$ cat src/rtl/vec_mag_pkg.sv
package vec_mag_pkg;

    // Widths of the datapath
    localparam int COORD_W = 8;              // One unsigned coordinate
    localparam int SUMSQ_W = 2 * COORD_W;    // Sum of squares after saturation
    localparam int ROOT_W  = SUMSQ_W / 2;    // Root bits, one root stage each
    localparam int REM_W   = ROOT_W + 2;     // Headroom for the trial subtract

    // One square stage in front of the root stages
    localparam int LATENCY = 1 + ROOT_W;

    typedef logic [COORD_W-1:0] coord_t;     // x or y
    typedef logic [SUMSQ_W-1:0] sumsq_t;     // Sum of squares, radicand
    typedef logic [ROOT_W-1:0]  root_t;      // Partial or final root
    typedef logic [REM_W-1:0]   rem_t;       // Running remainder

    // Clamp value when x*x + y*y needs a seventeenth bit
    localparam sumsq_t SUMSQ_MAX = '1;

endpackage

$ cat src/rtl/isqrt_pipe.sv
`timescale 1ns/100ps

// Eight restoring root stages, one root bit per clock, MSB first.
// Together with sum_of_squares the path from in_valid to out_valid
// is LATENCY clocks.
module isqrt_pipe
    import vec_mag_pkg::*;
(
    input  logic   clk,
    input  logic   rst_n,
    input  logic   sq_valid,    // Strobe from the square stage
    input  sumsq_t sumsq,
    output logic   out_valid,
    output root_t  mag,         // floor(sqrt(sumsq))
    output logic   exact        // sumsq was a perfect square
);

    // Index k is the input of stage k, index ROOT_W the pipe output
    logic   valid_q [0:ROOT_W];
    sumsq_t rad_q   [0:ROOT_W];
    rem_t   rem_q   [0:ROOT_W];
    root_t  root_q  [0:ROOT_W];

    // Fresh vector starts with empty remainder and root
    assign valid_q[0] = sq_valid;
    assign rad_q[0]   = sumsq;
    assign rem_q[0]   = '0;
    assign root_q[0]  = '0;

    for (genvar k = 0; k < ROOT_W; k++) begin : g_stage
        isqrt_stage u_isqrt_stage (
            .clk       (clk),
            .rst_n     (rst_n),
            .valid_in  (valid_q[k]),
            .rad_in    (rad_q[k]),
            .rem_in    (rem_q[k]),
            .root_in   (root_q[k]),
            .valid_out (valid_q[k+1]),
            .rad_out   (rad_q[k+1]),
            .rem_out   (rem_q[k+1]),
            .root_out  (root_q[k+1])
        );
    end

    assign out_valid = valid_q[ROOT_W];
    assign mag       = root_q[ROOT_W];

    // Nothing left over means root squared equals the sum
    assign exact = (rem_q[ROOT_W] == '0);

endmodule

$ cat src/rtl/isqrt_stage.sv
`timescale 1ns/100ps

module isqrt_stage
    import vec_mag_pkg::*;
(
    input  logic   clk,
    input  logic   rst_n,
    input  logic   valid_in,
    input  sumsq_t rad_in,      // Unconsumed radicand bits, top aligned
    input  rem_t   rem_in,
    input  root_t  root_in,     // Root bits decided so far, right aligned
    output logic   valid_out,
    output sumsq_t rad_out,
    output rem_t   rem_out,
    output root_t  root_out
);

    rem_t  rem_shift;   // Remainder with the next bit pair brought down
    rem_t  trial;       // 4 * root + 1
    rem_t  rem_diff;
    logic  root_bit;    // Root digit decided here
    rem_t  rem_next;
    root_t root_next;

    // Incoming remainder never exceeds 2 * root, so its top two bits are zero
    assign rem_shift = {rem_in[REM_W-3:0], rad_in[SUMSQ_W-1 -: 2]};

    assign trial = {root_in, 2'b01};

    assign rem_diff = rem_shift - trial;

    // Restoring step, keep the old remainder on a zero digit
    assign root_bit  = (rem_shift >= trial);
    assign rem_next  = root_bit ? rem_diff : rem_shift;
    assign root_next = {root_in[ROOT_W-2:0], root_bit};

    always_ff @(posedge clk or negedge rst_n) begin
        if (!rst_n) begin
            valid_out <= 1'b0;
        end else begin
            valid_out <= valid_in;   // Valid moves every clock
        end
    end

    always_ff @(posedge clk or negedge rst_n) begin
        if (!rst_n) begin
            rad_out  <= '0;
            rem_out  <= '0;
            root_out <= '0;
        end else if (valid_in) begin
            rad_out  <= {rad_in[SUMSQ_W-3:0], 2'b00};   // Next bit pair to the top
            rem_out  <= rem_next;
            root_out <= root_next;
        end
    end

endmodule

$ cat src/rtl/sum_of_squares.sv
`timescale 1ns/100ps

module sum_of_squares
    import vec_mag_pkg::*;
(
    input  logic   clk,
    input  logic   rst_n,
    input  logic   in_valid,    // One vector per strobe
    input  coord_t x,
    input  coord_t y,
    output logic   sq_valid,    // in_valid one clock later
    output sumsq_t sumsq        // Saturated x*x + y*y
);

    sumsq_t           x_sq;
    sumsq_t           y_sq;
    logic [SUMSQ_W:0] sum_full;   // Extra bit holds the carry
    sumsq_t           sum_sat;

    // Products are full width, 255*255 still fits in 16 bits
    assign x_sq = SUMSQ_W'(x) * SUMSQ_W'(x);
    assign y_sq = SUMSQ_W'(y) * SUMSQ_W'(y);

    assign sum_full = {1'b0, x_sq} + {1'b0, y_sq};

    // Above 65535 the root pins at 255
    assign sum_sat = sum_full[SUMSQ_W] ? SUMSQ_MAX : sum_full[SUMSQ_W-1:0];

    always_ff @(posedge clk or negedge rst_n) begin
        if (!rst_n) begin
            sq_valid <= 1'b0;
            sumsq    <= '0;
        end else begin
            sq_valid <= in_valid;
            if (in_valid) begin
                sumsq <= sum_sat;   // Hold last sum between strobes
            end
        end
    end

endmodule

$ cat src/rtl/vec_mag_top.sv
`timescale 1ns/100ps

module vec_mag_top
    import vec_mag_pkg::*;
(
    input  logic   clk,
    input  logic   rst_n,
    input  logic   in_valid,    // Sample x and y this clock
    input  coord_t x,
    input  coord_t y,
    output logic   out_valid,   // One pulse per accepted vector
    output root_t  mag,         // Integer length of (x, y)
    output logic   exact        // Length is exact, Pythagorean pair
);

    logic   sq_valid;
    sumsq_t sumsq;

    sum_of_squares u_sum_of_squares (
        .clk      (clk),
        .rst_n    (rst_n),
        .in_valid (in_valid),
        .x        (x),
        .y        (y),
        .sq_valid (sq_valid),
        .sumsq    (sumsq)
    );

    isqrt_pipe u_isqrt_pipe (
        .clk       (clk),
        .rst_n     (rst_n),
        .sq_valid  (sq_valid),
        .sumsq     (sumsq),
        .out_valid (out_valid),
        .mag       (mag),
        .exact     (exact)
    );

endmodule

$ cat config.mk
export PLATFORM = sky130hd
export DESIGN_NAME = vec_mag_top
export DESIGN_NICKNAME = d
export VERILOG_FILES = /design/src/rtl/vec_mag_pkg.sv /design/src/rtl/isqrt_pipe.sv /design/src/rtl/isqrt_stage.sv /design/src/rtl/sum_of_squares.sv /design/src/rtl/vec_mag_top.sv
export SDC_FILE = /design/constraint.sdc
export NUM_CORES = 1
export LEC_CHECK = 0
export BUFFER_PORTS_ARGS = -buffer_cell sky130_fd_sc_hd__buf_2
export CELL_PAD_IN_SITES_DETAIL_PLACEMENT = 1
export CELL_PAD_IN_SITES_GLOBAL_PLACEMENT = 1
export CORE_ASPECT_RATIO = 0.75
export CORE_MARGIN = 1.5
export CORE_UTILIZATION = 40
export CTS_CLUSTER_DIAMETER = 40
export DETAILED_ROUTE_END_ITERATION = 10
export GPL_TIMING_DRIVEN = 0
export PLACE_DENSITY_LB_ADDON = 0.1
export REMOVE_ABC_BUFFERS = 1
export SYNTH_ARGS = -nofsm -noshare
export SYNTH_HDL_FRONTEND = slang
export SYNTH_SLANG_ARGS = --single-unit
$ cat constraint.sdc
create_clock -name clk -period 4.1 [get_ports clk]
set_input_delay 0.41 -clock clk [delete_from_list [all_inputs] [get_ports clk]]
set_output_delay 0.41 -clock clk [all_outputs]
set_load 0.01 [all_outputs]
==> run_results.csv, run 1 <==
group,metric,value,unit
route,drt-pass1-iter-count,4,
floorplan,row_count,54,
placed_design,placed_cells,1577,
route,drcViolationCount,0,
clocking,path_clk_slew,0.07,ns
floorplan,core-area,29300,um2
final_layout,layout-drive-gt1-share,0.199,
synth,ys_ff_latch,178,
setup_path,crit_chain,"buf_12 > nand2_1 > fa_2 > fa_1 > inv_1 > fa_1 > fa_1 > fa_1 > inv_1 > fa_1 > inv_1 > ha_4 > o21a_4 > a31oi_4 > o41ai_4 > xnor2_2 > buf_12 > buf_6 > nor2_4 > a21oi_2",
clocking,cts_tree,"done",
route,wl_per_cell,17.4,um
setup_path,crit_arrival,5.35,ns
final_layout,n_antenna_cell,0,
global_routing,grt_max_degree,117,
global_routing,grt_pass1_wl,48.1,mm
floorplan,io_pins,29,
global_routing,grt_pass1_vias,8893,
timing,min_period,5.04,ns
outcome,violations,"setup timing",
floorplan,die_h,153,um
clocking,max-clock-path-buffers,2,
timing,fin_skew,0.00991,ns
synth,syn_inst,1196,
floorplan,start_util,0.410,
setup_path,path_max_fanout,9,
route,ant_nets,0,
job,cap_viol_max_count,0,
final_layout,final_cell_count_no_fill,1636,
setup_path,worstPathRequired,4.41,ns
timing,setup_viol,16,
synth,yosys-top-cells-area,"dfrtp_1 37%, fa_1 13%, ha_1 10%",
synth,synth_edf_count,0,
global_routing,overflow,0,
synth,avgSynthCellArea,10.1,um2
synth,synth-async-reset-ratio,1.00,
final_layout,finalNetCount,1426,
synth,synthDistinctLibCells,57,
final_layout,syn2layout_area_growth,15.7,%
floorplan,dieArea,31200,um2
global_routing,grt_antenna_before_repair,0,
timing,fin_ws,-0.939,ns
placed_design,dp_hpwl,21.2,mm
synth,post-synth-top-area-cell,"dfrtp_1",
clocking,htreeDepth,4,
timing,rsz0062_at_grt,"true",
setup_path,endpoint_kind,"flop",
timing,worst_slew_pin_slew,1.32,ns
floorplan,die_w,203,um
synth,yosysWarnings,0,
timing,final_max_slew_viol_count,0,
timing,slew_headroom,0.117,
route,vias_per_cell,5.07,
placed_design,routabilityCongestion,0.827,
route,vias,8293,
setup_path,start_kind,"input pin",
synth,netlist_area,12000,um2
clocking,cts_sinks,178,
clocking,clk_latency,0.43,ns
timing,fin_crit_sh,1.23,
route,routed_wirelength,28.4,mm
route,drtIter0Drc,356,
setup_path,cpMaxStageDelayCell,"fa_1",
setup_path,crit_path_max_incr_delay,0.55,ns
timing,clock.fmax,0.198,GHz
clocking,cts_inserted_buffers,17,
setup_path,path_class,"in2reg",
clocking,cts-root-buf,"clkbuf_16",
placed_design,io_buffer_count,28,
outcome,status,"finished, violations left",
worst_hold_path,hp-class,"in2reg",
global_routing,grt_use_total,0.195,
timing,hold_viol,0,
synth,synthFlopType,"dfrtp_1",
synth,synth_top_cell_area_share,0.370,
synth,yosysSeqAreaShare,0.370,
setup_path,path_common_cell,"fa_1",
## metrics by stage
step | utilization | setup TNS [ns] | worst slack (ns) | area [um2] | hold WS [ns]
2_1_floorplan | - | -22.52 | -1.48 | 11900 | 0.114
3_3_place_gp | 0.427 | -107.18 | -2.44 | 12500 | 0.466
3_5_place_dp | 0.428 | -38.75 | -2.51 | 12500 | 0.395
4_1_cts | 0.466 | -15.38 | -0.981 | 13700 | 0.339
5_1_grt | 0.475 | -16.34 | -1.06 | 13900 | 0.380
6_report | 0.475 | -14.20 | -0.939 | 13900 | 0.378
## what timing repair did
| action | in CTS | in global routing |
|---|---|---|
| setup buffers | 20 | 6 |
| setup endpoints to repair | 16 | 16 |
| hold endpoints to repair | 62 | 0 |
| hold buffers | 1 | 0 |
| pin swaps | 57 | 33 |
| gates resized for setup | 97 | 53 |
## registers in the layout (all words and copies together), names as in the netlist
signal,count
u_sum_of_squares.sq_valid,1
u_isqrt_pipe.g_stage.u_isqrt_stage.valid_out,8
u_isqrt_pipe.g_stage.u_isqrt_stage.rem_out,61
u_isqrt_pipe.g_stage.u_isqrt_stage.rad_out,56
u_isqrt_pipe.g_stage.u_isqrt_stage.root_out,36
u_sum_of_squares.sumsq,16
## routing by layer
metal  track usage  part of all wire
met1         0.317              0.56
met2         0.272              0.40
met3        0.0371             0.038
met4        0.0212            0.0029
met5             0                 0
## cells in the final DEF (no fill, tap or decap), types with 21 or more instances in the layout
master   count
nand2_1     69
ha_1        90
mux2_2      66
fa_1        67
a21oi_1     81
inv_1      141
buf_4       21
o21ai_0     62
dfrtp_1    178
xnor2_1     34
nor2_1      92
and2_1      25
## synthesized netlist by cell type, types with 13 or more instances
cell type,number
dfrtp_1,178
nor2_1,104
ha_1,99
o21ai_0,65
a21oi_1,88
inv_1,154
mux2_2,66
clkbuf_1,30
mux2i_1,17
fa_1,76
xnor2_1,38
and2_1,33
nor2b_1,16
nand2_1,76
a21o_1,13
xor2_1,15
## cells by family (layout without fill, tap and decap cells)
group	after synthesis	after routing	share of synthesized area
and+or+nand+nor	291	291	0.114
xor gates and xnor gates	53	53	0.0386
buffers and inverters	194	242	0.0613
DFF	178	178	0.370
muxes	84	84	0.0771
adders and majority gates	175	175	0.229
AOI/OAI and AO/OA	221	221	0.110
## final timing paths
| kind | from | endpoint | slack [ns] | cells past startpoint |
|---|---|---|---|---|
| max | x[6] | u_sum_of_squares.sumsq[1] | -0.94 | 20 |
| min | in_valid | u_sum_of_squares.sq_valid | 0.38 | 1 |
| max reg2reg | flop | u_isqrt_pipe.g_stage[7].u_isqrt_stage.rem_out[8] | 1.39 | 7 |
| min reg2reg | flop | flop | 0.49 | 2 |
| max in group asynchronous | rst_n | asynchronous set/reset pin | 2.64 | 3 |
| min in group asynchronous | rst_n | u_isqrt_pipe.g_stage[1].u_isqrt_stage.rem_out[6] | 0.51 | 2 |
## area by class of cell
class                      count  area (um2)
fill                        3275       15400
multi-input combinational    824        7240
sequential                   178        4450
inverter                     154         578
timing repair buffer          57         577
tap                          392         490
clock buffer                  17         425
clock inverter                14         155
## critical path, delay by kind of cell
kind                       cells  cell delay (ns)
and+or+nand+nor                2             0.20
adders and majority gates      7             3.24
buffers and inverters          6             0.59
xor gates and xnor gates       1             0.19
AOI/OAI and AO/OA              4             0.69
Power of run 1 is left out: the tool's default activity adds up to more than one toggle a clock period on the data nets, which glitch-free logic cannot reach.
==> inputs of run 2 (changes only) <==
--- a/config.mk
+++ b/config.mk
@@ -17,4 +17,5 @@
 export PLACE_DENSITY_LB_ADDON = 0.1
 export REMOVE_ABC_BUFFERS = 1
+export SLEW_MARGIN = 25
 export SYNTH_ARGS = -nofsm -noshare
 export SYNTH_HDL_FRONTEND = slang
==> constraint.sdc (replaced) <==
create_clock -name clk -period 4.1 [get_ports clk]
set_input_delay 0.82 -clock clk [delete_from_list [all_inputs] [get_ports clk]]
set_output_delay 0.82 -clock clk [all_outputs]
set_load 0.01 [all_outputs]
==> run 2 against run 1 <==
The flow still finishes with violations (setup timing). Non-clock buffer count decreased by 5. Flip-flop and latch count did not move. Cell area decreased by 0.47%. Clock skew about the same. Hold slack worse by 0.080 ns. Routed wire length about the same. Sequential share of layout area grew 0.20 points. Via count down 0.33%. Die area stayed put. Largest cell class unchanged.
==> run_results.csv, run 2 (synthesized netlist as in run 1, its figures left out) <==
group,metric,value,unit
placed_design,placed_area,12600,um2
global_routing,met2_usage,0.267,
placed_design,dp_hpwl,21.5,mm
timing,worst_slew_pin_slew,0.995,ns
route,routed_wirelength,28.4,mm
floorplan,row_count,54,
final_layout,syn2layout_area_growth,15.1,%
final_layout,mostFrequentLayoutCells,"173 x dfrtp_1, 143 x inv_1, 92 x nor2_1",
timing,rsz0062_at_grt,"true",
clocking,cts_tree,"done",
setup_path,endpoint_kind,"flop",
global_routing,grt_pass1_vias,8923,
floorplan,core-area,29300,um2
route,drt-pass1-iter-count,7,
route,vias,8266,
timing,hold_viol,0,
timing,fin_crit_sh,1.35,
setup_path,path_max_fanout,7,
timing,fin_skew,0.0103,ns
final_layout,finalInstanceArea,13900,um2
outcome,violations,"setup timing",
timing,fin_ws,-1.44,ns
timing,clock.fmax,0.181,GHz
timing,min_period,5.54,ns
clocking,cts_sinks,178,
setup_path,worstPathRequired,4.46,ns
global_routing,grt_pass1_wl,47.5,mm
floorplan,die_w,203,um
final_layout,layout_commonest_cell,"dfrtp_1",
setup_path,crit_arrival,5.89,ns
timing,hold_slack,0.298,ns
placed_design,routabilityCongestion,0.827,
setup_path,path_class,"in2reg",
floorplan,dieArea,31200,um2
clocking,htreeDepth,4,
final_layout,top_regs,"u_isqrt_pipe.g_stage.u_isqrt_stage.rem_out x61, u_isqrt_pipe.g_stage.u_isqrt_stage.rad_out x56, u_isqrt_pipe.g_stage.u_isqrt_stage.root_out x36",
route,drcViolationCount,0,
final_layout,largest_register,"u_isqrt_pipe.g_stage.u_isqrt_stage.rem_out",
timing,tns,-22.64,ns
clocking,cts-root-buf,"clkbuf_16",
global_routing,gr-max-usage-layer,"met1",
route,wl_per_cell,17.4,um
timing,slew_headroom,0.337,
floorplan,die_h,153,um
clocking,cts_inserted_buffers,17,
placed_design,io_buffer_count,28,
global_routing,overflow,0,
route,ant_nets,0,
final_layout,n_antenna_cell,0,
setup_path,critPathLaunch,"x[5]",
global_routing,use_met1,0.312,
global_routing,grt_max_degree,64,
timing,setup_viol,16,
setup_path,crit-reg2reg-launch,"u_isqrt_pipe.g_stage[4].u_isqrt_stage.rem_out[1]",
final_layout,finalNetCount,1421,
job,cap_viol_max_count,0,
clocking,max-clock-path-buffers,2,
final_layout,largest_reg_flops,61,
setup_path,start_kind,"input pin",
worst_hold_path,hp-class,"in2async",
route,vias_per_cell,5.06,
floorplan,start_util,0.410,
final_layout,final_util,0.473,
route,drtIter0Drc,359,
timing,final_max_slew_viol_count,0,
floorplan,io_pins,29,
final_layout,layout-drive-gt1-share,0.197,
clocking,clk_latency,0.44,ns
global_routing,grt_use_total,0.194,
global_routing,grt_antenna_before_repair,0,
outcome,status,"finished, violations left",
global_routing,met3_usage,0.0365,
clocking,path_clk_slew,0.07,ns
## run 2: per-layer routing
| layer | part of all wire | routed length (um) |
|---|---|---|
| met5 | 0 | 0 |
| met4 | 0.0066 | 187 |
| met3 | 0.043 | 1230 |
| met2 | 0.41 | 11600 |
| met1 | 0.54 | 15500 |
## run 2: final timing paths
kind	end	slack (ns)	depth (start not counted)
setup / recovery	u_sum_of_squares.sumsq[0]	-1.44	21
hold / removal	u_isqrt_pipe.g_stage[0].u_isqrt_stage.rem_out[6]	0.30	1
setup reg to reg	u_isqrt_pipe.g_stage[5].u_isqrt_stage.rem_out[1]	1.45	7
hold reg to reg	flop	0.48	2
max in group asynchronous	u_isqrt_pipe.g_stage[3].u_isqrt_stage.valid_out	3.09	2
min in group clk	flop	0.48	2
## run 2: what timing repair did
item	in CTS	in global routing
gates cloned	0	1
resized for setup	49	90
setup buffers	5	15
hold buffers	0	0
setup endpoints to repair	16	16
pin swaps	9	67
## run 2: critical path, stage by stage
cell	delay, ns
buf_12	0.12
and2_4	0.17
fa_1	0.56
inv_2	0.05
fa_2	0.56
inv_2	0.04
fa_1	0.46
fa_2	0.39
fa_1	0.55
inv_2	0.05
fa_1	0.50
inv_2	0.05
ha_4	0.29
and3_4	0.19
a31oi_4	0.14
o41ai_4	0.30
xnor2_2	0.16
buf_6	0.14
clkbuf_16	0.16
nor2_2	0.04
a21oi_1	0.14
## run 2: area by class of cell
cell class / instances / area (um2)
Multi-Input combinational cell: 824 / 7250
Tap cell: 392 / 490
Timing Repair Buffer: 52 / 524
Fill cell: 3245 / 15500
Clock inverter: 12 / 96.3
Inverter: 154 / 578
Clock buffer: 20 / 457
Sequential cell: 178 / 4460
## run 2: through the flow
stage | instances | setup slack, ns
6_report | 1632 | -1.44
5_1_grt | 1632 | -1.56
4_1_cts | 1616 | -1.59
3_5_place_dp | 1579 | -2.94
3_3_place_gp | 1576 | -2.85
2_1_floorplan | 1156 | -1.89
Power of run 2 is left out for the same reason.
